[src/AudioDmaPkg.sv]
// Shared widths, register map and limits for the audio playback DMA
// Referenced by scoped name from the RTL and the testbench

package AudioDmaPkg;

	//------------------------------------------------------------
	// Bus and data widths
	//------------------------------------------------------------
	// Memory word address, also start and length width
	localparam int MemAdrsWidth = 19;
	// One audio sample per memory word
	localparam int SmpWidth = 16;
	// Host side word addressing
	localparam int WbAdrsWidth = 3;
	localparam int WbDataWidth = 32;

	//------------------------------------------------------------
	// Channel and flow limits
	//------------------------------------------------------------
	localparam int ChanCount = 2;
	// Commands per grant before a unit yields
	localparam int BurstMax = 2;
	// Sample FIFO depth, doubles as read credit per channel
	localparam int FifoDepth = 16;
	// Level runs 0 to FifoDepth
	localparam int FifoLevelWidth = 5;

	//------------------------------------------------------------
	// Register map, word addresses
	//------------------------------------------------------------
	// Bit 0 enables channel 0, bit 1 channel 1
	localparam logic [WbAdrsWidth-1:0] RegCtrl = 3'd0;
	localparam logic [WbAdrsWidth-1:0] RegStart0 = 3'd1;
	localparam logic [WbAdrsWidth-1:0] RegLen0 = 3'd2;
	localparam logic [WbAdrsWidth-1:0] RegStart1 = 3'd3;
	localparam logic [WbAdrsWidth-1:0] RegLen1 = 3'd4;

	// Payload types
	typedef logic [SmpWidth-1:0] smpT;
	// Channel number carried with each read
	typedef logic [0:0] tagT;

endpackage

[src/AudioDmaSubsystem.sv]
// Two-channel audio playback DMA top level
// Host programs channels over Wishbone, samples leave through show-ahead FIFOs

`timescale 1ns/100ps

module AudioDmaSubsystem (
	input  logic                                  iCLK,
	input  logic                                  iRST,
	// Host register port
	input  logic                                  wbCyc,
	input  logic                                  wbStb,
	input  logic                                  wbWe,
	input  logic [AudioDmaPkg::WbAdrsWidth-1:0]   wbAdr,
	input  logic [AudioDmaPkg::WbDataWidth-1:0]   wbDatW,
	output logic [AudioDmaPkg::WbDataWidth-1:0]   wbDatR,
	output logic                                  wbAck,
	// External memory port
	output logic                                  memCmd,
	output logic [AudioDmaPkg::MemAdrsWidth-1:0]  memAdrs,
	input  logic                                  memRdy,
	input  AudioDmaPkg::smpT                      memRd,
	input  logic                                  memREd,
	// Sample streams
	output AudioDmaPkg::smpT                      smpRd0,
	output logic                                  smpVd0,
	input  logic                                  smpRe0,
	output AudioDmaPkg::smpT                      smpRd1,
	output logic                                  smpVd1,
	input  logic                                  smpRe1
);

	logic [AudioDmaPkg::MemAdrsWidth-1:0]   dmaAdrs0;
	logic [AudioDmaPkg::MemAdrsWidth-1:0]   dmaLen0;
	logic                                   dmaEn0;
	logic [AudioDmaPkg::MemAdrsWidth-1:0]   dmaAdrs1;
	logic [AudioDmaPkg::MemAdrsWidth-1:0]   dmaLen1;
	logic                                   dmaEn1;
	logic                                   reqVd0;
	logic                                   reqRdy0;
	logic [AudioDmaPkg::MemAdrsWidth-1:0]   reqAdrs0;
	logic                                   reqVd1;
	logic                                   reqRdy1;
	logic [AudioDmaPkg::MemAdrsWidth-1:0]   reqAdrs1;
	logic                                   smpWe0;
	logic                                   smpWe1;
	AudioDmaPkg::smpT                       smpWd0;
	AudioDmaPkg::smpT                       smpWd1;
	logic [AudioDmaPkg::FifoLevelWidth-1:0] level0;
	logic [AudioDmaPkg::FifoLevelWidth-1:0] level1;

	//------------------------------------------------------------
	// Register decode
	//------------------------------------------------------------
	DmaRegDecode decode_i (
		.iCLK (iCLK), .iRST (iRST),
		.wbCyc (wbCyc), .wbStb (wbStb), .wbWe (wbWe),
		.wbAdr (wbAdr), .wbDatW (wbDatW), .wbDatR (wbDatR), .wbAck (wbAck),
		.dmaAdrs0 (dmaAdrs0), .dmaLen0 (dmaLen0), .dmaEn0 (dmaEn0),
		.dmaAdrs1 (dmaAdrs1), .dmaLen1 (dmaLen1), .dmaEn1 (dmaEn1)
	);

	//------------------------------------------------------------
	// Read engines, retire driven by the sample write strobe
	//------------------------------------------------------------
	AudioDmaUnit unit0_i (
		.iCLK (iCLK), .iRST (iRST),
		.dmaAdrs (dmaAdrs0), .dmaLen (dmaLen0), .dmaEn (dmaEn0),
		.reqRdy (reqRdy0), .retire (smpWe0), .fifoLevel (level0),
		.reqVd (reqVd0), .reqAdrs (reqAdrs0)
	);

	AudioDmaUnit unit1_i (
		.iCLK (iCLK), .iRST (iRST),
		.dmaAdrs (dmaAdrs1), .dmaLen (dmaLen1), .dmaEn (dmaEn1),
		.reqRdy (reqRdy1), .retire (smpWe1), .fifoLevel (level1),
		.reqVd (reqVd1), .reqAdrs (reqAdrs1)
	);

	// Shared memory port
	MemPortArbiter arb_i (
		.iCLK (iCLK), .iRST (iRST),
		.reqVd0 (reqVd0), .reqAdrs0 (reqAdrs0),
		.reqVd1 (reqVd1), .reqAdrs1 (reqAdrs1),
		.memRdy (memRdy), .memRd (memRd), .memREd (memREd),
		.reqRdy0 (reqRdy0), .reqRdy1 (reqRdy1),
		.memCmd (memCmd), .memAdrs (memAdrs),
		.smpWe0 (smpWe0), .smpWd0 (smpWd0),
		.smpWe1 (smpWe1), .smpWd1 (smpWd1)
	);

	//------------------------------------------------------------
	// Sample queues toward the sinks
	//------------------------------------------------------------
	SampleFifo #(.payloadT (AudioDmaPkg::smpT)) fifo0_i (
		.iCLK (iCLK), .iRST (iRST),
		.wr (smpWe0), .wd (smpWd0), .rd (smpRe0),
		.rdData (smpRd0), .notEmpty (smpVd0), .level (level0)
	);

	SampleFifo #(.payloadT (AudioDmaPkg::smpT)) fifo1_i (
		.iCLK (iCLK), .iRST (iRST),
		.wr (smpWe1), .wd (smpWd1), .rd (smpRe1),
		.rdData (smpRd1), .notEmpty (smpVd1), .level (level1)
	);

endmodule

[src/AudioDmaUnit.sv]
// Per-channel read engine walking a looping sample buffer
// Issues read commands under a FIFO credit limit and yields after a burst

`timescale 1ns/100ps

module AudioDmaUnit (
	input  logic                                   iCLK,
	input  logic                                   iRST,
	input  logic [AudioDmaPkg::MemAdrsWidth-1:0]   dmaAdrs,
	input  logic [AudioDmaPkg::MemAdrsWidth-1:0]   dmaLen,
	input  logic                                   dmaEn,
	input  logic                                   reqRdy,
	input  logic                                   retire,
	input  logic [AudioDmaPkg::FifoLevelWidth-1:0] fifoLevel,
	output logic                                   reqVd,
	output logic [AudioDmaPkg::MemAdrsWidth-1:0]   reqAdrs
);

	logic                                   active;
	logic                                   accept;
	logic                                   yield;
	logic                                   creditOk;
	logic [AudioDmaPkg::MemAdrsWidth-1:0]   offset;
	logic [AudioDmaPkg::MemAdrsWidth-1:0]   offNext;
	logic [AudioDmaPkg::FifoLevelWidth-1:0] outCnt;
	logic [AudioDmaPkg::FifoLevelWidth:0]   creditSum;
	logic [$clog2(AudioDmaPkg::BurstMax)-1:0] burstCnt;

	//------------------------------------------------------------
	// Control decode
	//------------------------------------------------------------
	// Zero length counts as disabled
	assign active = dmaEn & (dmaLen != '0);
	assign accept = reqVd & reqRdy;
	// Last command of this burst
	assign yield = accept & (burstCnt == $bits(burstCnt)'(AudioDmaPkg::BurstMax - 1));

	// Reads in flight plus queued samples, pops ignored so it never undercounts
	// A retire moves one read into the FIFO, so the sum is unchanged by it
	assign creditSum = outCnt + fifoLevel + accept;
	assign creditOk = creditSum < AudioDmaPkg::FifoDepth;

	// Offset walk, back to zero after the last word
	always_comb
	begin
		if (!active)
			offNext = '0;
		else if (accept && (offset == dmaLen - 1'b1))
			offNext = '0;
		else if (accept)
			offNext = offset + 1'b1;
		else
			offNext = offset;
	end

	//------------------------------------------------------------
	// State
	//------------------------------------------------------------
	always_ff @(posedge iCLK)
	begin
		if (iRST)
		begin
			offset   <= '0;
			burstCnt <= '0;
			reqVd    <= 1'b0;
			outCnt   <= '0;
		end
		else
		begin
			offset <= offNext;

			// Burst counter restarts on yield or disable
			if (!active || yield)
				burstCnt <= '0;
			else if (accept)
				burstCnt <= burstCnt + 1'b1;

			// Held until taken, one idle cycle after a burst
			reqVd <= active & creditOk & ~yield;

			// Outstanding reads survive a disable and drain by retire
			case ({accept, retire})
				2'b10:   outCnt <= outCnt + 1'b1;
				2'b01:   outCnt <= outCnt - 1'b1;
				default: outCnt <= outCnt;
			endcase
		end

		// Address tracks the offset one to one
		reqAdrs <= dmaAdrs + offNext;
	end

endmodule

[src/DmaRegDecode.sv]
// Wishbone classic slave holding the per-channel DMA configuration
// Start, length and enable registers feed the read engines directly

`timescale 1ns/100ps

module DmaRegDecode (
	input  logic                                  iCLK,
	input  logic                                  iRST,
	input  logic                                  wbCyc,
	input  logic                                  wbStb,
	input  logic                                  wbWe,
	input  logic [AudioDmaPkg::WbAdrsWidth-1:0]   wbAdr,
	input  logic [AudioDmaPkg::WbDataWidth-1:0]   wbDatW,
	output logic [AudioDmaPkg::WbDataWidth-1:0]   wbDatR,
	output logic                                  wbAck,
	output logic [AudioDmaPkg::MemAdrsWidth-1:0]  dmaAdrs0,
	output logic [AudioDmaPkg::MemAdrsWidth-1:0]  dmaLen0,
	output logic                                  dmaEn0,
	output logic [AudioDmaPkg::MemAdrsWidth-1:0]  dmaAdrs1,
	output logic [AudioDmaPkg::MemAdrsWidth-1:0]  dmaLen1,
	output logic                                  dmaEn1
);

	logic                                 wrHit;
	logic [AudioDmaPkg::WbDataWidth-1:0]  rdMux;

	//------------------------------------------------------------
	// Classic handshake
	//------------------------------------------------------------
	// Write lands at the end of the ack cycle
	assign wrHit = wbAck & wbCyc & wbStb & wbWe;

	// Read-back select, unused bits and unmapped words stay zero
	always_comb
	begin
		rdMux = '0;
		case (wbAdr)
			AudioDmaPkg::RegCtrl:   rdMux[1:0] = {dmaEn1, dmaEn0};
			AudioDmaPkg::RegStart0: rdMux[AudioDmaPkg::MemAdrsWidth-1:0] = dmaAdrs0;
			AudioDmaPkg::RegLen0:   rdMux[AudioDmaPkg::MemAdrsWidth-1:0] = dmaLen0;
			AudioDmaPkg::RegStart1: rdMux[AudioDmaPkg::MemAdrsWidth-1:0] = dmaAdrs1;
			AudioDmaPkg::RegLen1:   rdMux[AudioDmaPkg::MemAdrsWidth-1:0] = dmaLen1;
			default:                rdMux = '0;
		endcase
	end

	always_ff @(posedge iCLK)
	begin
		// One ack per strobe, low again after one cycle
		if (iRST)
			wbAck <= 1'b0;
		else
			wbAck <= wbCyc & wbStb & ~wbAck;

		// Data sampled with the ack rising
		wbDatR <= rdMux;
	end

	//------------------------------------------------------------
	// Configuration registers
	//------------------------------------------------------------
	always_ff @(posedge iCLK)
	begin
		if (iRST)
		begin
			dmaEn0   <= 1'b0;
			dmaEn1   <= 1'b0;
			dmaAdrs0 <= '0;
			dmaLen0  <= '0;
			dmaAdrs1 <= '0;
			dmaLen1  <= '0;
		end
		else if (wrHit)
		begin
			case (wbAdr)
				AudioDmaPkg::RegCtrl:
				begin
					dmaEn0 <= wbDatW[0];
					dmaEn1 <= wbDatW[1];
				end
				AudioDmaPkg::RegStart0: dmaAdrs0 <= wbDatW[AudioDmaPkg::MemAdrsWidth-1:0];
				AudioDmaPkg::RegLen0:   dmaLen0  <= wbDatW[AudioDmaPkg::MemAdrsWidth-1:0];
				AudioDmaPkg::RegStart1: dmaAdrs1 <= wbDatW[AudioDmaPkg::MemAdrsWidth-1:0];
				AudioDmaPkg::RegLen1:   dmaLen1  <= wbDatW[AudioDmaPkg::MemAdrsWidth-1:0];
				// Unmapped writes ignored
				default: ;
			endcase
		end
	end

endmodule

[src/MemPortArbiter.sv]
// Round-robin merge of two channel request streams onto one memory port
// A tag FIFO records the channel of each read to steer in-order returns

`timescale 1ns/100ps

module MemPortArbiter (
	input  logic                                  iCLK,
	input  logic                                  iRST,
	input  logic                                  reqVd0,
	input  logic [AudioDmaPkg::MemAdrsWidth-1:0]  reqAdrs0,
	input  logic                                  reqVd1,
	input  logic [AudioDmaPkg::MemAdrsWidth-1:0]  reqAdrs1,
	input  logic                                  memRdy,
	input  AudioDmaPkg::smpT                      memRd,
	input  logic                                  memREd,
	output logic                                  reqRdy0,
	output logic                                  reqRdy1,
	output logic                                  memCmd,
	output logic [AudioDmaPkg::MemAdrsWidth-1:0]  memAdrs,
	output logic                                  smpWe0,
	output AudioDmaPkg::smpT                      smpWd0,
	output logic                                  smpWe1,
	output AudioDmaPkg::smpT                      smpWd1
);

	logic              gntVd;
	logic              stageFree;
	logic              accept0;
	logic              accept1;
	logic              tagVd;
	AudioDmaPkg::tagT  gnt;
	AudioDmaPkg::tagT  lastCh;
	AudioDmaPkg::tagT  lastNext;
	AudioDmaPkg::tagT  cmdTag;
	AudioDmaPkg::tagT  retTag;
	AudioDmaPkg::smpT  retData;

	//------------------------------------------------------------
	// Grant and command stage
	//------------------------------------------------------------
	// Stage takes a new command when empty or draining this cycle
	assign stageFree = ~memCmd | memRdy;
	assign reqRdy0 = gntVd & (gnt == 1'b0) & stageFree;
	assign reqRdy1 = gntVd & (gnt == 1'b1) & stageFree;
	assign accept0 = reqVd0 & reqRdy0;
	assign accept1 = reqVd1 & reqRdy1;
	// Channel served most recently, counting this cycle
	assign lastNext = (accept0 | accept1) ? gnt : lastCh;

	always_ff @(posedge iCLK)
	begin
		if (iRST)
		begin
			gntVd  <= 1'b0;
			gnt    <= '0;
			lastCh <= '0;
			memCmd <= 1'b0;
		end
		else
		begin
			gntVd  <= reqVd0 | reqVd1;
			lastCh <= lastNext;
			// Both asking, the other channel goes next
			if (reqVd0 && reqVd1)
				gnt <= ~lastNext;
			else
				gnt <= reqVd1;

			if (accept0 || accept1)
				memCmd <= 1'b1;
			else if (memRdy)
				memCmd <= 1'b0;
		end

		if (accept0 || accept1)
		begin
			memAdrs <= accept1 ? reqAdrs1 : reqAdrs0;
			cmdTag  <= gnt;
		end
	end

	//------------------------------------------------------------
	// Return steering
	//------------------------------------------------------------
	// Tag pushed on memory accept, popped by each returned word
	SampleFifo #(
		.payloadT (AudioDmaPkg::tagT)
	) tagFifo_i (
		.iCLK     (iCLK),
		.iRST     (iRST),
		.wr       (memCmd & memRdy),
		.wd       (cmdTag),
		.rd       (memREd),
		.rdData   (retTag),
		.notEmpty (tagVd),
		.level    ()
	);

	always_ff @(posedge iCLK)
	begin
		if (iRST)
		begin
			smpWe0 <= 1'b0;
			smpWe1 <= 1'b0;
		end
		else
		begin
			smpWe0 <= memREd & tagVd & (retTag == 1'b0);
			smpWe1 <= memREd & tagVd & (retTag == 1'b1);
		end
		retData <= memRd;
	end

	// Same word to both, strobe picks the owner
	assign smpWd0 = retData;
	assign smpWd1 = retData;

endmodule

[src/SampleFifo.sv]
// Show-ahead synchronous FIFO with a type-parameter payload
// Holds audio samples per channel and read tags in the arbiter

`timescale 1ns/100ps

module SampleFifo #(
	parameter type payloadT = AudioDmaPkg::smpT
) (
	input  logic                                   iCLK,
	input  logic                                   iRST,
	input  logic                                   wr,
	input  payloadT                                wd,
	input  logic                                   rd,
	output payloadT                                rdData,
	output logic                                   notEmpty,
	output logic [AudioDmaPkg::FifoLevelWidth-1:0] level
);

	payloadT                                      mem [AudioDmaPkg::FifoDepth];
	logic [$clog2(AudioDmaPkg::FifoDepth)-1:0]    wrPtr;
	logic [$clog2(AudioDmaPkg::FifoDepth)-1:0]    rdPtr;
	logic                                         pop;

	// Pop only a valid head
	assign pop = rd & notEmpty;
	assign notEmpty = level != '0;
	// Head comes straight from the flop array, valid a cycle after its write
	assign rdData = mem[rdPtr];

	// Storage, no reset
	always_ff @(posedge iCLK)
	begin
		if (wr)
			mem[wrPtr] <= wd;
	end

	// Pointers wrap naturally at the power-of-two depth
	always_ff @(posedge iCLK)
	begin
		if (iRST)
		begin
			wrPtr <= '0;
			rdPtr <= '0;
			level <= '0;
		end
		else
		begin
			if (wr)
				wrPtr <= wrPtr + 1'b1;
			if (pop)
				rdPtr <= rdPtr + 1'b1;
			case ({wr, pop})
				2'b10:   level <= level + 1'b1;
				2'b01:   level <= level - 1'b1;
				default: level <= level;
			endcase
		end
	end

endmodule

[config.mk]
export PLATFORM = sky130hd
export DESIGN_NAME = AudioDmaSubsystem
export DESIGN_NICKNAME = d
export VERILOG_FILES = /design/src/AudioDmaPkg.sv /design/src/AudioDmaSubsystem.sv /design/src/AudioDmaUnit.sv /design/src/DmaRegDecode.sv /design/src/MemPortArbiter.sv /design/src/SampleFifo.sv
export SDC_FILE = /design/constraint.sdc
export NUM_CORES = 1
export LEC_CHECK = 0
export BUFFER_PORTS_ARGS = -buffer_cell sky130_fd_sc_hd__buf_2
export CAP_MARGIN = 20
export CORE_UTILIZATION = 56
export DETAILED_ROUTE_END_ITERATION = 10
export PLACE_DENSITY = 0.76
export SLEW_MARGIN = 10
export SYNTH_ARGS = -nofsm -noshare
export SYNTH_HDL_FRONTEND = slang
export SYNTH_SLANG_ARGS = --single-unit
[constraint.sdc]
create_clock -name iCLK -period 5.4 [get_ports iCLK]
set_clock_uncertainty 0.2 [all_clocks]
set_input_delay 0.27 -clock iCLK [delete_from_list [all_inputs] [get_ports iCLK]]
set_output_delay 0.27 -clock iCLK [all_outputs]
set_load 0.005 [all_outputs]
### Yosys cells after proc, flatten, opt, wreduce, memory -nomap -nowiden

Memory sizes are Yosys's and may differ from the RTL's. A register that Yosys moved wholly into a read port is not among the register bits.
Index checks and enable logic that the tools add are counted.

* add/sub/neg operators: 28
* magnitude comparators: 2
* equal/unequal tests: 16
* mux-type cells: 30
* bitwise gates (word level): 35
* reductions and logical operators: 27

Operators by type and width (number)
* 19-bit two-way mux: 7
* 17-bit one-hot mux with 4 select lines: 1
* 5-bit one-hot mux with 2 select lines: 5
* 19-bit by 1-bit adder with 19-bit output, second input constant: 2
* 19-bit adder: 2
* 19-bit equality test: 2
* 19-bit nonzero test: 2
* 19-bit by 1-bit subtractor with 19-bit output, second input constant: 2
* 5-bit by 1-bit adder with 5-bit output, second input constant: 5
* 1-bit bitwise AND: 25
* 5-bit by 1-bit subtractor with 5-bit output, second input constant: 5
* 4-bit by 1-bit adder with 4-bit output, second input constant: 6
* 4-bit two-way mux: 6
* 5-bit nonzero test: 3
* 5-bit by 5-bit adder with 6-bit output: 2
* 6-bit by 1-bit adder with 6-bit output: 2
* 6-bit by 5-bit less-than comparator with 1-bit output, second input constant: 2
* 2-bit nonzero test: 6
* 2-bit by 1-bit equality test with 1-bit output, second input constant: 5
* 2-bit equality test, second input constant: 5
* 1-bit two-way mux: 10
* 2-bit one-hot mux with 5 select lines: 1
* 2-bit AND reduction: 5
* 1-bit inverter: 7
* other kinds (10): 20

* bits in registers: 269
* memory bits (writable): 528
* input bits: 60
* output and inout bits: 87
* memories kept: 3

Memory list
* fifo0_i.mem: depth 16, bits a word 16, rd ports 1, clocked after Yosys merged registers in 1, wr ports 1, RTL line SampleFifo.sv:19 `payloadT mem [AudioDmaPkg::FifoDepth];`
* fifo1_i.mem: depth 16, bits a word 16, rd ports 1, clocked after Yosys merged registers in 1, wr ports 1, RTL line SampleFifo.sv:19
* arb_i.tagFifo_i.mem: depth 16, bits a word 1, rd ports 1, clocked after Yosys merged registers in 1, wr ports 1, RTL line SampleFifo.sv:19

### Depth between registers and ports, before layout

* depth after elaboration: 8
* mapped depth: 21
* mapped depth without buffers: 21

### By module

From an unflattened synthesis, not the netlist that was laid out.

* cells, all modules: 2472
* area, all modules: 35581.6 µm²

Modules (own cells, without submodules)
* SampleFifo (fifo1_i): times used 1, cells each 510, area an instance 10672.7 µm²
* SampleFifo (fifo0_i): times used 1, cells each 510, area an instance 10670.2 µm²
* AudioDmaUnit: times used 2, cells each 405, area an instance 3372.0 µm²
* DmaRegDecode: times used 1, cells each 407, area an instance 4267.8 µm²
* MemPortArbiter: times used 1, cells each 101, area an instance 1615.3 µm²
* SampleFifo (arb_i.tagFifo_i): times used 1, cells each 134, area an instance 1611.5 µm²

### Worst setup path after synthesis

No wires, ideal clock.

* path type: flip-flop to flip-flop
* from: register decode_i.dmaLen1[0] (netlist bit)
* to: register unit1_i.reqAdrs[18] (netlist bit)
* library setup time: 0.129 ns
* arrival: 5.110 ns
* required time: 5.071 ns
* slack: -0.039 ns
* cell stages (with the launch flop): 21
* path buffers: 0
* clock period less this slack: 5.439 ns
* cells stage by stage: dfxtp_1 > inv_1 > ha_1 > or4b_1 > or3_1 > or3_1 > o22a_1 > a2111o_1 > nand2_1 > nor2_1 > ha_1 > inv_1 > fa_1 > nand2b_1 > a211oi_1 > a2111oi_0 > o21bai_1 > a21o_1 > a41o_1 > o41ai_1 > xnor3_1

* longest elaborated chain between the ends: 6

Ends and longest elaborated chain
* start: declaration: RTL line DmaRegDecode.sv:20 `output logic [AudioDmaPkg::MemAdrsWidth-1:0] dmaLen1,`
* start signal: assignment: RTL line DmaRegDecode.sv:84 `AudioDmaPkg::RegLen1: dmaLen1 <= wbDatW[AudioDmaPkg::MemAdrsWidth-1:0];`
* 19-bit by 1-bit subtractor with 19-bit output: RTL line AudioDmaUnit.sv:48 `else if (accept && (offset == dmaLen - 1'b1))`
* 19-bit equality test: RTL line AudioDmaUnit.sv:48
* 1-bit logical AND: RTL line AudioDmaUnit.sv:48
* 19-bit two-way mux: RTL line AudioDmaUnit.sv:48
* 19-bit two-way mux *: RTL line AudioDmaUnit.sv:46 `if (!active)`
* named net unit1_i.offNext (one bit): RTL line AudioDmaUnit.sv:24 `logic [AudioDmaPkg::MemAdrsWidth-1:0] offNext;`
* 19-bit adder *: RTL line AudioDmaUnit.sv:90 `reqAdrs <= dmaAdrs + offNext;`
* end signal: assignment: RTL line AudioDmaUnit.sv:90
* end: declaration: RTL line AudioDmaUnit.sv:16 `output logic [AudioDmaPkg::MemAdrsWidth-1:0] reqAdrs`

The timed path passes the listed nets; every way through them passes the cells marked *.
A chain may end at the register's enable or synchronous reset.

### Worst setup path after layout

* from: register decode_i.dmaLen1[1] (netlist bit)
* to: register unit1_i.reqAdrs[18] (netlist bit)

Same word-level chain as after synthesis.

==> results by group <==
Run status
  • Status: finished, final reports clean

Critical path
  • List of cells traversed by the critical path: inv_1 -> ha_1 -> or4b_4 -> or3_4 -> buf_4 -> o31ai_4 -> nand4_1 -> a2111o_1 -> nand2_2 -> nor2_1 -> ha_2 -> inv_1 -> fa_2 -> nand2b_4 -> a211oi_1 -> a2111oi_1 -> buf_4 -> o21bai_1 -> a21o_1 -> a41o_1 -> o41ai_2 -> xnor3_1
  • Type of element capturing the critical path: register
  • Kind of critical path: register to register
  • Dominant delay contributor by cell family on the critical path: compound AO/OA/AOI/OAI gates
  • Critical R2R Launch: decode_i.dmaLen1[1]
  • Number of buffer and inverter instances along the worst setup path: 4
  • Required time at the worst-slack endpoint: 5.71 ns
  • Setup slack, reg-to-reg: 0.20 ns
  • Crit path DAT: between 5 and 6 ns
  • Reg2Reg Depth: 22
  • Crit path max fanout: 3
  • Maximum single-stage delay on the critical path: 0.49 ns
  • Critical Path Start Type: register
  • Cell at the slowest stage of the critical path: or4b_4
  • RR Endpoint: unit1_i.reqAdrs[18]

Routing
  • Routed wire length: 81700 um
  • Post-route DRC violation count: 0
  • Number of DRC markers in iteration 0: 1890
  • Via density per instance: ~6
  • Avg WL per Cell: ~24 um
  • 1st-pass router iterations: 5
  • Vias after detailed routing: roughly 21000
  • Antenna Nets Post-Route: 0

Synthesis
  • Average cell area after synthesis: 14.1 um2
  • Count of flip-flops with a built-in enable after synthesis: 548
  • Synthesis-stage register bit count: between 800 and 900
  • Leading post-synthesis cells by cell area: edfxtp_1 49%, dfxtp_1 15%, mux4_2 11%, nand2_1 3.2%, ha_1 3.1%
  • Post-synthesis cell type count: 70
  • Number of synthesis warnings: 0
  • Share of synthesized registers carrying an async set or reset: 0
  • Area share of the largest cell type after synthesis: 0.486
  • Share of the yosys chip area belonging to registers: 0.640
  • Synthesized netlist cell count: 2394
  • Cell taking the most area after synthesis: edfxtp_1
  • Most common flop cell mapped by yosys: edfxtp_1
  • Netlist Area Pre-Place: around 34000 um2

Floorplanning
  • Core box area: 59400 um2
  • FP Rows: 89
  • Num ports: 147
  • Width of the chip: 248 um
  • Die Outline Area: 61400 um2
  • Die outline height: 248 um
  • Starting density of the core: 0.570

Clock network
  • Count of clock tree sinks: between 800 and 900
  • Clock Root Buffer: clkbuf_16
  • CTS tree: built
  • Maximum buffer depth of the clock tree: 3
  • Deepest level of the CTS H-tree: 3
  • CTS buffer count: 80
  • Clock input transition at the sequential cells of the worst setup and hold paths: 0.06 ns
  • Worst skew pair latency: approximately 0.65 ns

Timing
  • Max Freq: 192 MHz
  • Final Hold Fails: 0
  • Final number of setup-violating endpoints: 0
  • Portion of the clock cycle consumed by the worst path in the final layout: 0.963
  • Pin slew with the least headroom to its limit: 1.22 ns
  • Unrepaired setup endpoints after global routing: false
  • Max-slew headroom at the worst pin: 0.188
  • Min cycle time layout: 5.20 ns
  • Slack of the critical path: 0.202 ns
  • Final TNS setup: 0 ns
  • Max Transition Viols Final: 0

Power and ir drop
  • Pleak: 13.7 nW
  • Total design power: ~0.013 W
  • Total power per unit cell area: 324 nW/um2
  • Worst-case vdd ir drop: 0.230 mV

Run
  • Max-cap viol count: 0

Placed design
  • Number of placed instances with taps included: 3247
  • Worst slack, placed: -0.133 ns
  • Count of port buffers added during placement: between 100 and 150
  • Dpl hpwl: 49600 um
  • GPL Wtd Cong: 0.905

Finish
  • Largest registers in the final layout: fifo0_i.mem x256, fifo1_i.mem x256
  • Layout cells sized above 1: 0.200
  • Area delta synth->final: 15.2%
  • Count of nets after finishing: 2760
  • Finished Core Util: 0.657
  • Filler cells: 4050
  • Commonest cells after routing, fill and taps aside: 548 x edfxtp_1, 286 x nand2_1, 254 x dfxtp_1
  • Final std cells w/o fill: between 3000 and 4000
  • Leading cell type in the layout, fill and taps excluded: edfxtp_1

Worst hold path
  • Worst min path class: input port to register
  • Worst hold path depth: 4
  • Hold Path Origin: smpRe1

Global route
  • Overall overflow remaining after global route: 0
  • Vias in the first global route: 20800
  • Number of antenna violations at the first check in global routing: 2
  • Wire length of the first global-routing pass: 122000 um
  • Maximum number of pins on one net before global-route repair: between 70 and 80
  • Overall fraction of global-route tracks in use: 0.268
timing repair:
item / in CTS / in global routing
hold buffers: 44 / 0
endpoints found under the hold margin: 103 / 0
buffers inserted: 0 / 2
endpoints found under the setup margin: 1 / 6
gates resized for setup: 1 / 20
pin swaps: 1 / 10
worst max path at each step:
| stage | to | cells past startpoint | from |
|---|---|---|---|
| after floorplan | unit1_i.reqAdrs[18] | 20 | decode_i.dmaLen1[0] |
| after global placement | unit1_i.reqAdrs[18] | 22 | decode_i.dmaLen1[0] |
| after detailed placement | unit1_i.reqAdrs[18] | 22 | decode_i.dmaLen1[1] |
| after CTS | unit0_i.reqAdrs[18] | 21 | decode_i.dmaLen0[1] |
| after global routing | unit0_i.reqAdrs[17] | 20 | decode_i.dmaLen0[1] |
| final | unit1_i.reqAdrs[18] | 22 | decode_i.dmaLen1[1] |
layout make-up:
| type | instances | area, um2 | share of cell area |
|---|---|---|---|
| flip-flops and latches | 809 | 21700 | 0.556 |
| diodes | 1 | 2.50 | 0.0000642 |
| clock buffers | 100 | 2190 | 0.0561 |
| inverters | 54 | 203 | 0.00520 |
| multi-input cells | 1416 | 11600 | 0.296 |
| clock inverters | 48 | 602 | 0.0154 |
| repair buffers | 247 | 1790 | 0.0459 |
| well taps | 773 | 967 | 0.0248 |
cell usage after synthesis, types with 4 or more instances:
cell / instances
and3_1: 14
ha_1: 85
o21bai_1: 7
a221o_1: 18
buf_4: 16
nor2b_1: 6
buf_1: 26
edfxtp_1: 548
a21oi_1: 136
xnor2_1: 82
o21a_1: 5
or3_1: 11
dfxtp_1: 261
nor2_1: 198
nand4_1: 25
mux2i_1: 13
a22o_1: 18
a21o_1: 23
clkbuf_1: 80
nand2_1: 287
a2111oi_0: 4
o31ai_1: 6
nor3_1: 30
nand2b_1: 10
or2_1: 4
a211o_1: 5
nor4_1: 9
nand3_1: 24
mux4_2: 166
o21ai_0: 30
xor2_1: 71
or2_2: 5
a31oi_1: 6
fa_1: 7
inv_1: 53
o211ai_1: 5
or4_1: 7
and2_1: 43
nor3b_1: 5
stage by stage:
step / cell area, um2 / hold slack, ns
after CTS: 38800 / 0.0289
after floorplan: 33900 / 0.0977
after detailed placement: 35600 / 0.174
after global routing: 39000 / 0.0575
after global placement: 35500 / 0.173
final: 39000 / 0.0349
metal layers:
metal | global-route usage | share of wire | up-vias
met4 | 0.0960 | 0.034 | 2
met2 | 0.452 | 0.50 | 851
met3 | 0.0465 | 0.066 | 178
li1 | - | - | 9280
met1 | 0.348 | 0.40 | 10400
met5 | 0 | 0.00016 | -
where the power goes:
part / total [W] / internal, W / switching, W
registers: 0.00666 / 0.00660 / 0.0000543
clock network: 0.00587 / 0.00340 / 0.00247
logic: 0.000111 / 0.0000448 / 0.0000658
kinds of logic (layout without fill, tap and decap cells):
group / after synthesis / after routing / synth area share
flops: 809 / 809 / 0.640
simple gates: 696 / 696 / 0.0935
fa+ha+maj: 92 / 92 / 0.0356
xor+xnor: 155 / 155 / 0.0409
mux: 180 / 180 / 0.115
buf+inv: 181 / 449 / 0.0224
other cells: 1 / 14 / 0.000111
compound gates: 280 / 280 / 0.0525
worst register-to-register path, stage by stage (launching register included):
cell and delay (ns):
dfxtp_1 0.31, inv_1 0.07, ha_1 0.17, or4b_4 0.49, or3_4 0.38, buf_4 0.15
o31ai_4 0.22, nand4_1 0.16, a2111o_1 0.45, nand2_2 0.11, nor2_1 0.06, ha_2 0.19
inv_1 0.07, fa_2 0.21, nand2b_4 0.13, a211oi_1 0.08, a2111oi_1 0.33, buf_4 0.19
o21bai_1 0.09, a21o_1 0.21, a41o_1 0.21, o41ai_2 0.32, xnor3_1 0.27
(Power assumes the default switching activity.)
